File: src/verilog/cpu_params.svh
// Shared widths, sizes and instruction encodings for the pipeline core
// Include wherever a width or an opcode/funct code is needed
`ifndef CPU_PARAMS_SVH
`define CPU_PARAMS_SVH

// Datapath widths and sizes
`define CPU_WORD_W          32
`define CPU_REG_ADDR_W      5
`define CPU_REG_COUNT       32
`define CPU_DMEM_WORDS      64
`define CPU_DMEM_INDEX_W    6

// Opcodes in bits 31..26
`define CPU_OP_RTYPE        6'h00
`define CPU_OP_ADDI         6'h08
`define CPU_OP_ANDI         6'h0c
`define CPU_OP_ORI          6'h0d
`define CPU_OP_LUI          6'h0f
`define CPU_OP_LW           6'h23
`define CPU_OP_SW           6'h2b

// R-type funct codes in bits 5..0
`define CPU_FN_SLL          6'h00
`define CPU_FN_SRL          6'h02
`define CPU_FN_SYSCALL      6'h0c
`define CPU_FN_ADD          6'h20
`define CPU_FN_SUB          6'h22
`define CPU_FN_AND          6'h24
`define CPU_FN_OR           6'h25
`define CPU_FN_XOR          6'h26
`define CPU_FN_SLT          6'h2a

`endif
File: src/verilog/cpu_pkg.sv
// Common types of the pipeline core
// Modules pull these in by a wildcard import in their header
`include "cpu_params.svh"

package cpu_pkg;

    // ========================================
    // Vector types
    // ========================================

    // Data and instruction word
    typedef logic [`CPU_WORD_W-1:0] word_t;

    // Register index of the rs, rt and rd fields
    typedef logic [`CPU_REG_ADDR_W-1:0] reg_addr_t;

    // Raw immediate field of I-type words
    typedef logic [15:0] imm_t;

    // Word index into data memory
    typedef logic [`CPU_DMEM_INDEX_W-1:0] dmem_index_t;

    // ========================================
    // ALU operation
    // ========================================

    // ALU_ADD first so a cleared pipeline register decodes as add
    typedef enum logic [3:0] {
        ALU_ADD,
        ALU_SUB,
        ALU_AND,
        ALU_OR,
        ALU_XOR,
        ALU_SLT,
        ALU_SLL,
        ALU_SRL,
        ALU_LUI
    } alu_op_e;

endpackage

File: src/verilog/forward_unit.sv
// Operand bypass for the execute stage
// Newest matching writer wins in the order memory, write-back, buffer
module forward_unit
    import cpu_pkg::*;
(
    input  reg_addr_t rs,
    input  reg_addr_t rt,
    input  word_t     rs_value,
    input  word_t     rt_value,
    input  logic      mem_wen,
    input  logic      wb_wen,
    input  logic      buf_wen,
    input  reg_addr_t mem_waddr,
    input  reg_addr_t wb_waddr,
    input  reg_addr_t buf_waddr,
    input  word_t     mem_data,
    input  word_t     wb_data,
    input  word_t     buf_data,
    output word_t     a_value,
    output word_t     b_value
);

    // Same priority chain for both operands
    function automatic word_t bypass(input reg_addr_t src, input word_t rf_value);
        if (mem_wen && (mem_waddr == src)) begin
            return mem_data;
        end else if (wb_wen && (wb_waddr == src)) begin
            return wb_data;
        end else if (buf_wen && (buf_waddr == src)) begin
            return buf_data;
        end
        return rf_value;
    endfunction

    // Upstream writers never target r0
    always_comb begin
        a_value = bypass(rs, rs_value);
        b_value = bypass(rt, rt_value);
    end

endmodule

File: config.mk
export PLATFORM = sky130hd
export DESIGN_NAME = forward_unit
export DESIGN_NICKNAME = d
export VERILOG_FILES = /design/src/verilog/cpu_pkg.sv /design/src/verilog/forward_unit.sv
export VERILOG_INCLUDE_DIRS = /design/src /design/src/verilog
export SDC_FILE = /design/constraint.sdc
export NUM_CORES = 1
export LEC_CHECK = 0
export BUFFER_PORTS_ARGS = -buffer_cell sky130_fd_sc_hd__buf_4
export CAP_MARGIN = 25
export CORE_AREA = 2 2 97 99
export DETAILED_ROUTE_END_ITERATION = 7
export DIE_AREA = 0 0 99 101
export PLACE_DENSITY = 0.75
export SLEW_MARGIN = 10
export SYNTH_ARGS = -nofsm -noshare
export SYNTH_HDL_FRONTEND = slang
export SYNTH_SLANG_ARGS = --single-unit
File: constraint.sdc
create_clock -name vclk -period 5.4
set_input_delay 1.08 -clock vclk [all_inputs]
set_output_delay 1.08 -clock vclk [all_outputs]
set_load 0.02 [all_outputs]
# --- Word level (Yosys, flattened, before mapping) ---
# Cells that the tools add are included.
word_totals:
  ff_bits: 0
  input_bits: 188
  output_inout_bits: 64
  word_cells: 26
classes:
  n_eq_ne: 6
  n_mux: 14
  reduce_logical: 6
ops:
  columns: ["operator", "count"]
  rows:
  - ["two-way mux 32 bit", 8]
  - ["== test 5 bit", 6]
  - ["logical AND 1 bit", 6]
  - ["two-way mux 1 bit", 6]

# --- Logic depth before layout (Yosys ltp) ---
# Gate-level depths: netlist of the first run.
logic_depth:
  ltp_word: 6
  ltp_mapped: 7
  mapped_depth_nobuf: 5

# --- Least setup slack after synthesis of the first run ---
# Ideal clock, no wire load.
synth_timing:
  path_kind: "input to output"
  from: "in rs[3]"
  to: "out a_value[10]"
  arrival_time_ns: 2.525
  required_ns: 4.320
  setup_slack_ns: 1.795
  path_stages: 6
  path_buffers: 1
  cell_sequence: "xor2_1 nor3_2 o211a_2 clkbuf_1 a221oi_1 o2bb2ai_1"
synth_via:
  elab_chain_len: 6
  word_cells_on_any_way: 12
  classes_between: "eq/ne: 3; mux: 6; reduce/logical: 3"
synth_lines:
  columns: ["element", "line", "source"]
  rows:
  - ["start: declaration", "forward_unit.sv:6", "input reg_addr_t rs,"]
  - ["== test 5 bit", "forward_unit.sv:29", "end else if (buf_wen && (buf_waddr == src)) begin"]
  - ["logical AND 1 bit", "forward_unit.sv:29", null]
  - ["two-way mux 1 bit", "forward_unit.sv:29", null]
  - ["two-way mux 1 bit", "forward_unit.sv:27", "end else if (wb_wen && (wb_waddr == src)) begin"]
  - ["two-way mux 1 bit", "forward_unit.sv:25", "if (mem_wen && (mem_waddr == src)) begin"]
  - ["two-way mux 32 bit (*)", "forward_unit.sv:32", "return rf_value;"]
  - ["end: declaration", "forward_unit.sv:19", "output word_t a_value,"]
# Mark *: on every way between the ends. The rest lies on a longest branch, timed or not.

# --- Worst setup path after layout of the first run ---
layout_timing:
  from: "in wb_waddr[3]"
  to: "out b_value[22]"
layout_via:
  elab_chain_len: 5
  word_cells_on_any_way: 7
  classes_between: "eq/ne: 1; mux: 5; reduce/logical: 1"
layout_lines:
  columns: ["element", "line", "source"]
  rows:
  - ["start: declaration", "forward_unit.sv:14", "input reg_addr_t wb_waddr,"]
  - ["== test 5 bit (*)", "forward_unit.sv:27", null]
  - ["logical AND 1 bit (*)", "forward_unit.sv:27", null]
  - ["two-way mux 32 bit or two-way mux 1 bit (tied branches)", "forward_unit.sv:27", null]
  - ["two-way mux 32 bit or two-way mux 1 bit (tied branches)", "forward_unit.sv:25", null]
  - ["two-way mux 32 bit (*)", "forward_unit.sv:32", null]
  - ["end: declaration", "forward_unit.sv:20", "output word_t b_value"]
# Marked as above.

==> flow_summary.html, run 1 <==
<table>
<tr><th>Metric</th><th>Value</th></tr>
<tr><th colspan="2">Outcome</th></tr>
<tr><td>Outcome</td><td>complete, no violations</td></tr>
<tr><th colspan="2">Yosys</th></tr>
<tr><td>Number of instances in the synthesized netlist</td><td>347</td></tr>
<tr><td>Netlist area before placement</td><td>2394 um2</td></tr>
<tr><td>Most area-hungry cell type in the Yosys netlist</td><td>a221oi_1</td></tr>
<tr><td>Mean instance size in the synthesized netlist</td><td>6.898 um2</td></tr>
<tr><td>Net Count, Synth</td><td>535</td></tr>
<tr><td>Top-area cell type share of the netlist area</td><td>0.2342</td></tr>
<tr><td>Synth warnings</td><td>0</td></tr>
<tr><td>Portion of the post-synthesis area used by sequential elements</td><td>0</td></tr>
<tr><td>Number of unique standard cell types used by synthesis</td><td>19</td></tr>
<tr><td>Leading post-synthesis cells by cell area</td><td>a221oi_1 (23%), o2bb2ai_1 (23%), and2_1 (17%)</td></tr>
<tr><th colspan="2">Finish</th></tr>
<tr><td>Commonest non-fill, non-tap cell in the layout</td><td>buf_4</td></tr>
<tr><td>Antenna diodes</td><td>0</td></tr>
<tr><td>Top library cells by usage in the layout, fill and taps aside</td><td>buf_4 (261), nor2_1 (67), and2_1 (65)</td></tr>
<tr><td>Fin area</td><td>4315 um2</td></tr>
<tr><td>Net count, final</td><td>759</td></tr>
<tr><td>Area grow syn2layout</td><td>80.29%</td></tr>
<tr><td>Sequential cell area</td><td>0 um2</td></tr>
<tr><td>Number of filler instances in the final layout</td><td>873</td></tr>
<tr><td>Number of flip-flops and latches</td><td>0</td></tr>
<tr><td>Area of combinational cells with multiple inputs</td><td>2217 um2</td></tr>
<tr><td>Number of clock buffers in the layout</td><td>0</td></tr>
<tr><td>Share of post-route cells with drive strength above 1</td><td>0.4710</td></tr>
<tr><th colspan="2">Global route</th></tr>
<tr><td>Global-route wire length before repair</td><td>19070 um</td></tr>
<tr><td>Largest net degree at the start of global routing</td><td>36</td></tr>
<tr><td>Number of antenna violations at the first check in global routing</td><td>0</td></tr>
<tr><td>Grt total ovfl</td><td>0</td></tr>
<tr><td>Via count of the first global-routing pass</td><td>3889</td></tr>
<tr><td>All-layer global routing usage</td><td>0.2272</td></tr>
<tr><th colspan="2">Setup path</th></tr>
<tr><td>Arrival time at the worst endpoint</td><td>3.42 ns</td></tr>
<tr><td>Type of origin of the critical path</td><td>input pin</td></tr>
<tr><td>Master of the slowest instance on the critical path</td><td>and2_1</td></tr>
<tr><td>Critical path endpoint category</td><td>output pin</td></tr>
<tr><td>Setup CP Type</td><td>in2out</td></tr>
<tr><td>Cells traversed along the worst timing path</td><td>buf_4 &gt; xor2_1 &gt; nor4_2 &gt; and2_1 &gt; a221oi_4 &gt; buf_4 &gt; o2bb2ai_1 &gt; buf_4</td></tr>
<tr><td>Maximum cell stage delay along the critical path</td><td>0.65 ns</td></tr>
<tr><td>Highest net fanout along the worst path</td><td>18</td></tr>
<tr><td>Required time at the endpoint of the critical path</td><td>4.32 ns</td></tr>
<tr><td>Critical path's most frequent cell</td><td>buf_4</td></tr>
<tr><th colspan="2">Hold path</th></tr>
<tr><td>Startpoint of the worst hold path</td><td>rt_value[1]</td></tr>
<tr><td>Worst min-delay path category</td><td>in2out</td></tr>
<tr><td>Hold Crit Endpoint</td><td>b_value[1]</td></tr>
<tr><td>Cell count of the worst hold path</td><td>3</td></tr>
<tr><th colspan="2">STA</th></tr>
<tr><td>Hold Violations, Final</td><td>0</td></tr>
<tr><td>Time the final worst path needs with I/O delays and setup</td><td>4.505 ns</td></tr>
<tr><td>Final Cycle Share</td><td>0.8342</td></tr>
<tr><td>Fin Setup TNS</td><td>0 ns</td></tr>
<tr><td>Slew at the pin with the worst max-slew slack</td><td>0.9061 ns</td></tr>
<tr><td>Fin. max-slew vios</td><td>0</td></tr>
<tr><td>Maximum clock frequency</td><td>0.2220 GHz</td></tr>
<tr><td>Worst max-slew margin expressed relative to the limit</td><td>0.3960</td></tr>
<tr><td>Setup repair after global routing missed its margin</td><td>false</td></tr>
<tr><td>Setup Viol. Count Final</td><td>0</td></tr>
<tr><th colspan="2">Placement</th></tr>
<tr><td>Port Buf Inserts</td><td>252</td></tr>
<tr><td>Final weighted congestion of routability-driven global placement</td><td>0.9019</td></tr>
<tr><td>HPWL after DPL</td><td>9627 um</td></tr>
<tr><td>Cell area reported after detailed placement</td><td>4315 um2</td></tr>
<tr><th colspan="2">Flow run</th></tr>
<tr><td>Max-cap viol count</td><td>0</td></tr>
<tr><th colspan="2">Routing</th></tr>
<tr><td>First-pass DRT Iterations</td><td>4</td></tr>
<tr><td>Routed Antenna Nets</td><td>0</td></tr>
<tr><td>Remaining routing DRC violations</td><td>0</td></tr>
<tr><td>Post-DR wirelength/cell</td><td>18.13 um</td></tr>
<tr><td>Routed wire length</td><td>12330 um</td></tr>
<tr><td>Via count normalized by instance count</td><td>5.672</td></tr>
<tr><td>Via count</td><td>3857</td></tr>
<tr><td>Iteration-0 DRC Markers</td><td>237</td></tr>
<tr><th colspan="2">Power and ir drop</th></tr>
<tr><td>Static leakage</td><td>1.925 nW</td></tr>
<tr><td>Power per cell area</td><td>91.12 nW/um2</td></tr>
<tr><td>Maximum resistive drop on vdd</td><td>48.85 uV</td></tr>
<tr><th colspan="2">Floorplanning</th></tr>
<tr><td>DIE WIDTH</td><td>99 um</td></tr>
<tr><td>Core ar.</td><td>8977 um2</td></tr>
<tr><td>Full die area</td><td>9999 um2</td></tr>
<tr><td>Boundary Pins</td><td>252</td></tr>
<tr><td>DIE HEIGHT</td><td>101 um</td></tr>
<tr><td>Placement row count</td><td>35</td></tr>
<tr><td>Starting density of the core</td><td>0.2666</td></tr>
<tr><th colspan="2">Clock network</th></tr>
<tr><td>Post-cts repair resize count</td><td>0</td></tr>
<tr><td>Count of hold buffers inserted by post-cts repair</td><td>0</td></tr>
<tr><td>Buffers inserted by post-CTS timing repair</td><td>0</td></tr>
</table>
-- layout make-up --
cell class,count,area share
multi-input combinational,308,0.5138
timing repair buffer,261,0.4540
tap,111,0.03218
-- worst max path at each step --
stage	startpoint	to	slack, ns
2_1_floorplan	rs[3]	a_value[10]	1.80
3_3_place_gp	wb_waddr[3]	b_value[22]	1.04
3_5_place_dp	wb_waddr[3]	b_value[22]	0.92
4_1_cts	wb_waddr[3]	b_value[22]	0.91
5_1_grt	wb_waddr[3]	b_value[22]	0.74
6_report	wb_waddr[3]	b_value[22]	0.90
-- power by group --
group | internal (W) | switching, W | total, W
Sequential | 0 | 0 | 0
Clock | 0 | 0 | 0
Combinational | 0.000206 | 0.000188 | 0.000393
Total | 0.000206 | 0.000188 | 0.000393
-- worst max-delay path, delay by kind of cell --
kind                   cells  cell delay (ns)
XOR/XNOR                   1             0.17
AO/OA/AOI/OAI              2             0.47
buffers and inverters      3             0.60
AND/OR/NAND/NOR            2             1.09
-- per-layer routing --
layer	GRT usage	part of all wire	vias to the layer above
li1	-	-	1797
met1	0.2746	0.38	1801
met2	0.4252	0.52	231
met3	0.02288	0.077	28
met4	0.06217	0.025	0
met5	0	0	-
-- synthesized netlist by cell type (all sizes together) --
master and number:
buf 20, o211a 1, and2 65, and3 2, o2bb2ai 64, xnor2 13
a221oi 65, clkbuf 19, nor4 3, nor2 68, a311oi 2, nand2 2
nand3 5, xor2 17, nor3 1
-- cell families (layout without fill, tap and decap cells) --
kind of cell           Yosys count  in the layout  synth area share
XOR/XNOR                        30             30            0.1098
AND/OR/NAND/NOR                146            146            0.3100
AO/OA/AOI/OAI                  132            132            0.5008
buffers and inverters           39            261           0.07946
-- metrics by stage --
stage	utilization	setup slack [ns]	power, W	instances	hold WS, ns
after floorplan	-	1.795	0.0001824	347	2.357
after CTS	0.4807	0.9119	0.0003929	680	2.471
after detailed placement	0.4807	0.9163	0.0003912	680	2.471
after global routing	0.4807	0.7368	0.0004182	680	2.477
after global placement	0.4807	1.036	0.0003865	680	2.468
final	0.4807	0.8953	0.0003932	680	2.470
(Power assumes the default switching activity.)
==> run 2, diff against run 1 <==
--- a/config.mk
+++ b/config.mk
@@ -6,12 +6,12 @@
 export SDC_FILE = /design/constraint.sdc
 export NUM_CORES = 1
 export LEC_CHECK = 0
+export ABC_AREA = 1
 export BUFFER_PORTS_ARGS = -buffer_cell sky130_fd_sc_hd__buf_4
 export CAP_MARGIN = 25
-export CORE_AREA = 2 2 97 99
+export CORE_UTILIZATION = 37
 export DETAILED_ROUTE_END_ITERATION = 7
-export DIE_AREA = 0 0 99 101
-export PLACE_DENSITY = 0.75
+export PLACE_DENSITY = 0.86
 export SLEW_MARGIN = 10
 export SYNTH_ARGS = -nofsm -noshare
 export SYNTH_HDL_FRONTEND = slang
==> constraint.sdc (replaced) <==
create_clock -name vclk -period 4.3
set_input_delay 0.86 -clock vclk [all_inputs]
set_output_delay 0.86 -clock vclk [all_outputs]
set_load 0.02 [all_outputs]
==> flow_summary.html, run 2 <==
<table>
<tr><th>Metric</th><th>Value</th></tr>
<tr><th colspan="2">Placement</th></tr>
<tr><td>Port Buf Inserts</td><td>252</td></tr>
<tr><td>Setup slack at placement</td><td>0.8450 ns</td></tr>
<tr><td>Cell area reported after detailed placement</td><td>5169 um2</td></tr>
<tr><td>Cell total after placement</td><td>990</td></tr>
<tr><td>Final weighted congestion of routability-driven global placement</td><td>0.9850</td></tr>
<tr><td>HPWL after DPL</td><td>12550 um</td></tr>
<tr><th colspan="2">Yosys</th></tr>
<tr><td>Multiplexer share of the synthesized area</td><td>0</td></tr>
<tr><td>Number of instances in the synthesized netlist</td><td>675</td></tr>
<tr><td>Synth warnings</td><td>0</td></tr>
<tr><td>Synth Area in XOR/XNOR</td><td>0.01575</td></tr>
<tr><td>Portion of the post-synthesis area used by sequential elements</td><td>0</td></tr>
<tr><td>Most frequent cell after synthesis</td><td>nand3_1</td></tr>
<tr><td>Main combinational cell family by area after synthesis</td><td>simple AND/OR/NAND/NOR gates</td></tr>
<tr><td>Number of unique standard cell types used by synthesis</td><td>18</td></tr>
<tr><td>Netlist area before placement</td><td>3337 um2</td></tr>
<tr><td>Simple logic cell fraction of the synthesized area</td><td>0.7807</td></tr>
<tr><td>Net Count, Synth</td><td>863</td></tr>
<tr><td>Synth Area in Adders</td><td>0</td></tr>
<tr><td>Most area-hungry cell type in the Yosys netlist</td><td>nand3_1</td></tr>
<tr><td>Most frequent cells after synthesis</td><td>nand3_1 (199), nand2_1 (172), nand4_1 (128)</td></tr>
<tr><td>Post-synthesis compound-gate area fraction</td><td>0.02700</td></tr>
<tr><td>Leading post-synthesis cells by cell area</td><td>nand3_1 (30%), nand4_1 (24%), nand2_1 (19%)</td></tr>
<tr><td>Mean instance size in the synthesized netlist</td><td>4.944 um2</td></tr>
<tr><td>Top-area cell type share of the netlist area</td><td>0.2985</td></tr>
<tr><th colspan="2">Finish</th></tr>
<tr><td>Number of clock buffers in the layout</td><td>0</td></tr>
<tr><td>Share of post-route cells with drive strength above 1</td><td>0.3390</td></tr>
<tr><td>Top library cells by usage in the layout, fill and taps aside</td><td>buf_4 (277), nand3_1 (198), nand2_1 (172)</td></tr>
<tr><td>Number of flip-flops and latches</td><td>0</td></tr>
<tr><td>Antenna diodes</td><td>0</td></tr>
<tr><td>Area grow syn2layout</td><td>54.89%</td></tr>
<tr><td>Sequential cell area</td><td>0 um2</td></tr>
<tr><td>Commonest non-fill, non-tap cell in the layout</td><td>buf_4</td></tr>
<tr><td>Final cell count without fillers</td><td>990</td></tr>
<tr><td>Fin area</td><td>5169 um2</td></tr>
<tr><td>Net count, final</td><td>1072</td></tr>
<tr><th colspan="2">Clock network</th></tr>
<tr><td>Post-cts repair resize count</td><td>0</td></tr>
<tr><td>Count of hold buffers inserted by post-cts repair</td><td>0</td></tr>
<tr><td>Buffers inserted by post-CTS timing repair</td><td>0</td></tr>
<tr><th colspan="2">Setup path</th></tr>
<tr><td>Type of origin of the critical path</td><td>input pin</td></tr>
<tr><td>Critical path endpoint category</td><td>output pin</td></tr>
<tr><td>Arrival time at the worst endpoint</td><td>2.67 ns</td></tr>
<tr><td>Number of buffer and inverter stages on the critical path</td><td>4</td></tr>
<tr><td>Highest net fanout along the worst path</td><td>19</td></tr>
<tr><td>Maximum cell stage delay along the critical path</td><td>0.42 ns</td></tr>
<tr><td>Required time at the endpoint of the critical path</td><td>3.44 ns</td></tr>
<tr><td>Cells traversed along the worst timing path</td><td>buf_4 &gt; inv_2 &gt; o21ai_0 &gt; nor2_1 &gt; nand3_1 &gt; nand3_1 &gt; buf_4 &gt; nand3_1 &gt; nand2_1 &gt; buf_4</td></tr>
<tr><td>Master of the slowest instance on the critical path</td><td>nand3_1</td></tr>
<tr><td>Top cell family by delay on the critical path</td><td>simple AND/OR/NAND/NOR gates</td></tr>
<tr><td>Setup CP Type</td><td>in2out</td></tr>
<tr><th colspan="2">Outcome</th></tr>
<tr><td>Outcome</td><td>complete, no violations</td></tr>
<tr><th colspan="2">Global route</th></tr>
<tr><td>Global-route wire length before repair</td><td>26860 um</td></tr>
<tr><td>Number of antenna violations at the first check in global routing</td><td>0</td></tr>
<tr><td>Largest net degree at the start of global routing</td><td>41</td></tr>
<tr><td>Via count of the first global-routing pass</td><td>5340</td></tr>
<tr><td>Grt total ovfl</td><td>0</td></tr>
<tr><td>All-layer global routing usage</td><td>0.3423</td></tr>
<tr><th colspan="2">Floorplanning</th></tr>
<tr><td>Core ar.</td><td>8721 um2</td></tr>
<tr><td>Boundary Pins</td><td>252</td></tr>
<tr><td>DIE WIDTH</td><td>96.97 um</td></tr>
<tr><td>Full die area</td><td>9402 um2</td></tr>
<tr><td>Placement row count</td><td>34</td></tr>
<tr><td>DIE HEIGHT</td><td>96.97 um</td></tr>
<tr><td>Starting density of the core</td><td>0.3826</td></tr>
<tr><th colspan="2">STA</th></tr>
<tr><td>Fin Setup TNS</td><td>0 ns</td></tr>
<tr><td>Time the final worst path needs with I/O delays and setup</td><td>3.526 ns</td></tr>
<tr><td>Setup repair after global routing missed its margin</td><td>false</td></tr>
<tr><td>Final worst slack</td><td>0.7735 ns</td></tr>
<tr><td>Worst max-slew margin expressed relative to the limit</td><td>0.6190</td></tr>
<tr><td>Final Cycle Share</td><td>0.8201</td></tr>
<tr><td>Setup Viol. Count Final</td><td>0</td></tr>
<tr><td>Fin. max-slew vios</td><td>0</td></tr>
<tr><td>Slew at the pin with the worst max-slew slack</td><td>0.5699 ns</td></tr>
<tr><td>Hold Violations, Final</td><td>0</td></tr>
<tr><td>Maximum clock frequency</td><td>0.2836 GHz</td></tr>
<tr><th colspan="2">Power and ir drop</th></tr>
<tr><td>Static leakage</td><td>2.870 nW</td></tr>
<tr><td>Power per cell area</td><td>121.2 nW/um2</td></tr>
<tr><td>Overall power</td><td>0.0006263 W</td></tr>
<tr><td>Maximum resistive drop on vdd</td><td>88.56 uV</td></tr>
<tr><th colspan="2">Hold path</th></tr>
<tr><td>Hold Crit Endpoint</td><td>a_value[6]</td></tr>
<tr><td>Worst min-delay path category</td><td>in2out</td></tr>
<tr><td>Startpoint of the worst hold path</td><td>rs_value[6]</td></tr>
<tr><td>Cell count of the worst hold path</td><td>4</td></tr>
<tr><th colspan="2">Routing</th></tr>
<tr><td>Via count normalized by instance count</td><td>5.996</td></tr>
<tr><td>Routed Antenna Nets</td><td>0</td></tr>
<tr><td>Via count</td><td>5936</td></tr>
<tr><td>Routed wire length</td><td>17100 um</td></tr>
<tr><td>Iteration-0 DRC Markers</td><td>611</td></tr>
<tr><td>First-pass DRT Iterations</td><td>8</td></tr>
<tr><td>Post-DR wirelength/cell</td><td>17.28 um</td></tr>
<tr><td>Remaining routing DRC violations</td><td>0</td></tr>
<tr><th colspan="2">Flow run</th></tr>
<tr><td>Max-cap viol count</td><td>0</td></tr>
</table>
-- run 2: cell types whose count changed after synthesis, moves of 10 or more --
cell	previous run	this run
a221oi_1	64	0
nand2_1	2	172
and2_1	65	0
inv_1	0	46
nor2_1	68	16
xnor2_1	13	0
buf_4	0	11
nand4_1	0	128
xor2_1	17	6
nand3_1	5	199
o2bb2ai_1	64	0
clkbuf_1	19	29
-- run 2: worst max path at each step --
stage	startpoint	endpoint	slack, ns	cells past startpoint
6_report	rs[1]	a_value[3]	0.77	10
5_1_grt	rs[2]	a_value[0]	0.62	10
4_1_cts	rs[1]	a_value[3]	0.84	10
3_5_place_dp	rs[1]	a_value[3]	0.84	10
3_3_place_gp	rs[1]	a_value[0]	0.87	10
2_1_floorplan	rt[0]	b_value[23]	1.56	9
-- run 2: cell families after synthesis --
group	count (synthesis)
buffers and inverters	123
AOI/OAI and AO/OA	18
and+or+nand+nor	528
xor gates and xnor gates	6
-- run 2: layout make-up --
type	count	area, um2
Fill cell	936	3552
Tap cell	108	135.1
Timing Repair Buffer	277	2079
Inverter	53	198.9
Multi-Input combinational cell	552	2755
-- run 2: metal layers --
metal	global-route usage	vias to the layer above	wire length, um
met5	0	-	0
met3	0.05130	68	1926
met1	0.4528	2610	6560
met2	0.5531	459	7840
met4	0.1389	0	774
li1	-	2799	-
-- run 2: per-stage QoR --
step                hold WS (ns)  utilization
floorplan                  1.920            -
global placement           2.067       0.5927
detailed placement         2.070       0.5927
CTS                        2.069       0.5927
global route               2.087       0.5927
finish                     2.068       0.5927
-- run 2: report_power, final --
part           total [W]  internal [W]  switching (W)  leakage, nW
combinational   0.000626      0.000271       0.000355         2.87
clock                  0             0              0            0
sequential             0             0              0            0
==> run 3, diff against run 2 <==
--- a/config.mk
+++ b/config.mk
@@ -11,7 +11,7 @@
 export CAP_MARGIN = 25
 export CORE_UTILIZATION = 37
 export DETAILED_ROUTE_END_ITERATION = 7
-export PLACE_DENSITY = 0.86
+export PLACE_DENSITY = 0.89
 export SLEW_MARGIN = 10
 export SYNTH_ARGS = -nofsm -noshare
 export SYNTH_HDL_FRONTEND = slang
==> constraint.sdc (replaced) <==
create_clock -name vclk -period 3.1
set_input_delay 0.62 -clock vclk [all_inputs]
set_output_delay 0.62 -clock vclk [all_outputs]
set_load 0.02 [all_outputs]
==> flow_summary.html, run 3 (synthesis results as in run 2) <==
<table>
<tr><th>Metric</th><th>Value</th></tr>
<tr><th colspan="2">Clock network</th></tr>
<tr><td>Count of hold buffers inserted by post-cts repair</td><td>0</td></tr>
<tr><td>Post-cts repair resize count</td><td>0</td></tr>
<tr><td>Buffers inserted by post-CTS timing repair</td><td>0</td></tr>
<tr><th colspan="2">STA</th></tr>
<tr><td>Maximum clock frequency</td><td>0.3690 GHz</td></tr>
<tr><td>Fin. max-slew vios</td><td>0</td></tr>
<tr><td>Hold Violations, Final</td><td>0</td></tr>
<tr><td>Time the final worst path needs with I/O delays and setup</td><td>2.710 ns</td></tr>
<tr><td>Fin Setup TNS</td><td>0 ns</td></tr>
<tr><td>Worst max-slew margin expressed relative to the limit</td><td>0.7336</td></tr>
<tr><td>Setup repair after global routing missed its margin</td><td>false</td></tr>
<tr><td>Setup Viol. Count Final</td><td>0</td></tr>
<tr><td>Final Cycle Share</td><td>0.8742</td></tr>
<tr><td>Slew at the pin with the worst max-slew slack</td><td>0.3997 ns</td></tr>
<tr><th colspan="2">Routing</th></tr>
<tr><td>Routed wire length</td><td>17080 um</td></tr>
<tr><td>Iteration-0 DRC Markers</td><td>572</td></tr>
<tr><td>Via count normalized by instance count</td><td>5.990</td></tr>
<tr><td>First-pass DRT Iterations</td><td>5</td></tr>
<tr><td>Remaining routing DRC violations</td><td>0</td></tr>
<tr><td>Via count</td><td>5948</td></tr>
<tr><td>Routed Antenna Nets</td><td>0</td></tr>
<tr><td>Post-DR wirelength/cell</td><td>17.20 um</td></tr>
<tr><th colspan="2">Setup path</th></tr>
<tr><td>Maximum cell stage delay along the critical path</td><td>0.25 ns</td></tr>
<tr><td>Highest net fanout along the worst path</td><td>14</td></tr>
<tr><td>Type of origin of the critical path</td><td>input pin</td></tr>
<tr><td>Cells traversed along the worst timing path</td><td>buf_4 &gt; inv_2 &gt; o21ai_0 &gt; nor2_1 &gt; nand3_1 &gt; nand3_1 &gt; buf_4 &gt; nand3_1 &gt; nand2_1 &gt; buf_4</td></tr>
<tr><td>Critical path endpoint category</td><td>output pin</td></tr>
<tr><td>Master of the slowest instance on the critical path</td><td>buf_4</td></tr>
<tr><td>Setup CP Type</td><td>in2out</td></tr>
<tr><td>Required time at the endpoint of the critical path</td><td>2.48 ns</td></tr>
<tr><td>Arrival time at the worst endpoint</td><td>2.09 ns</td></tr>
<tr><th colspan="2">Power and ir drop</th></tr>
<tr><td>Switching power summed over all nets</td><td>0.0004921 W</td></tr>
<tr><td>Sequential share of power</td><td>0</td></tr>
<tr><td>Power per cell area</td><td>167.7 nW/um2</td></tr>
<tr><td>Static leakage</td><td>2.894 nW</td></tr>
<tr><td>Maximum resistive drop on vdd</td><td>108.4 uV</td></tr>
<tr><td>Internal power summed over all cells</td><td>0.0003825 W</td></tr>
<tr><td>Switching share of total power</td><td>0.5627</td></tr>
<tr><td>Clock power share</td><td>0</td></tr>
<tr><td>Relative contribution of combinational cells to total power</td><td>1.000</td></tr>
<tr><th colspan="2">Hold path</th></tr>
<tr><td>Worst min-delay path category</td><td>in2out</td></tr>
<tr><th colspan="2">Placement</th></tr>
<tr><td>HPWL after DPL</td><td>12510 um</td></tr>
<tr><td>Cell area reported after detailed placement</td><td>5216 um2</td></tr>
<tr><td>Port Buf Inserts</td><td>252</td></tr>
<tr><td>Final weighted congestion of routability-driven global placement</td><td>0.9240</td></tr>
<tr><th colspan="2">Finish</th></tr>
<tr><td>Top library cells by usage in the layout, fill and taps aside</td><td>buf_4 (278), nand3_1 (198), nand2_1 (172)</td></tr>
<tr><td>Number of filler instances in the final layout</td><td>882</td></tr>
<tr><td>Area grow syn2layout</td><td>56.32%</td></tr>
<tr><td>Number of clock buffers in the layout</td><td>0</td></tr>
<tr><td>Number of flip-flops and latches</td><td>0</td></tr>
<tr><td>Net count, final</td><td>1075</td></tr>
<tr><td>Sequential cell area</td><td>0 um2</td></tr>
<tr><td>Commonest non-fill, non-tap cell in the layout</td><td>buf_4</td></tr>
<tr><td>Fin area</td><td>5216 um2</td></tr>
<tr><td>Share of post-route cells with drive strength above 1</td><td>0.3412</td></tr>
<tr><td>Antenna diodes</td><td>0</td></tr>
<tr><th colspan="2">Global route</th></tr>
<tr><td>Via count of the first global-routing pass</td><td>5482</td></tr>
<tr><td>Number of antenna violations at the first check in global routing</td><td>0</td></tr>
<tr><td>Global-route wire length before repair</td><td>26960 um</td></tr>
<tr><td>Largest net degree at the start of global routing</td><td>65</td></tr>
<tr><td>All-layer global routing usage</td><td>0.3444</td></tr>
<tr><td>Grt total ovfl</td><td>0</td></tr>
<tr><th colspan="2">Floorplanning</th></tr>
<tr><td>Full die area</td><td>9402 um2</td></tr>
<tr><td>Core ar.</td><td>8721 um2</td></tr>
<tr><td>DIE WIDTH</td><td>96.97 um</td></tr>
<tr><td>DIE HEIGHT</td><td>96.97 um</td></tr>
<tr><td>Placement row count</td><td>34</td></tr>
<tr><td>Starting density of the core</td><td>0.3826</td></tr>
<tr><td>Boundary Pins</td><td>252</td></tr>
<tr><th colspan="2">Flow run</th></tr>
<tr><td>Max-cap viol count</td><td>0</td></tr>
<tr><th colspan="2">Outcome</th></tr>
<tr><td>Outcome</td><td>complete, no violations</td></tr>
</table>
## run 3: cell count changes in the layout (fill, tap and decap cells not counted)
| cell | previous run | this run |
|---|---|---|
| buf_12 | 0 | 2 |
| buf_4 | 277 | 278 |
## run 3: through the flow
step	power (W)	setup WS [ns]	cells	util	hold WS [ns]
6_report	0.0008746	0.3901	993	0.5981	1.587
5_1_grt	0.0009388	0.2687	993	0.5981	1.607
4_1_cts	0.0008632	0.4007	993	0.5981	1.591
3_5_place_dp	0.0008611	0.4082	993	0.5981	1.591
3_3_place_gp	0.0008565	0.3964	993	0.5981	1.587
2_1_floorplan	0.0004376	0.8401	675	-	1.440
## run 3: worst paths after layout
| check | slack (ns) | cells past startpoint | from | to |
|---|---|---|---|---|
| max | 0.39 | 10 | rs[1] | a_value[0] |
| min | 1.59 | 4 | rt_value[20] | b_value[20] |
## run 3: layout make-up
| type | count | area [um2] | area share |
|---|---|---|---|
| multi-input combinational | 552 | 2755 | 0.5282 |
| timing repair buffer | 280 | 2127 | 0.4078 |
| tap | 108 | 135.1 | 0.02591 |
| inverter | 53 | 198.9 | 0.03814 |
## run 3: power groups by stage
stage,Sequential [W],Combinational (W),Clock (W)
detailed placement,0,0.000861,0
global route,0,0.000939,0
CTS,0,0.000863,0
global placement,0,0.000856,0
finish,0,0.000875,0
floorplan,0,0.000438,0
## run 3: metal layers
metal,vias up,GRT usage,wire (um)
met1,2607,0.4314,6436
met2,459,0.5796,7880
met3,81,0.04769,1931
met4,0,0.1607,831
met5,-,0,0
li1,2801,-,-
## run 3: critical path, delay by kind of cell
kind	cells	cell delay, ns
AND/OR/NAND/NOR	5	0.78
AO/OA/AOI/OAI	1	0.08
buffers and inverters	4	0.60
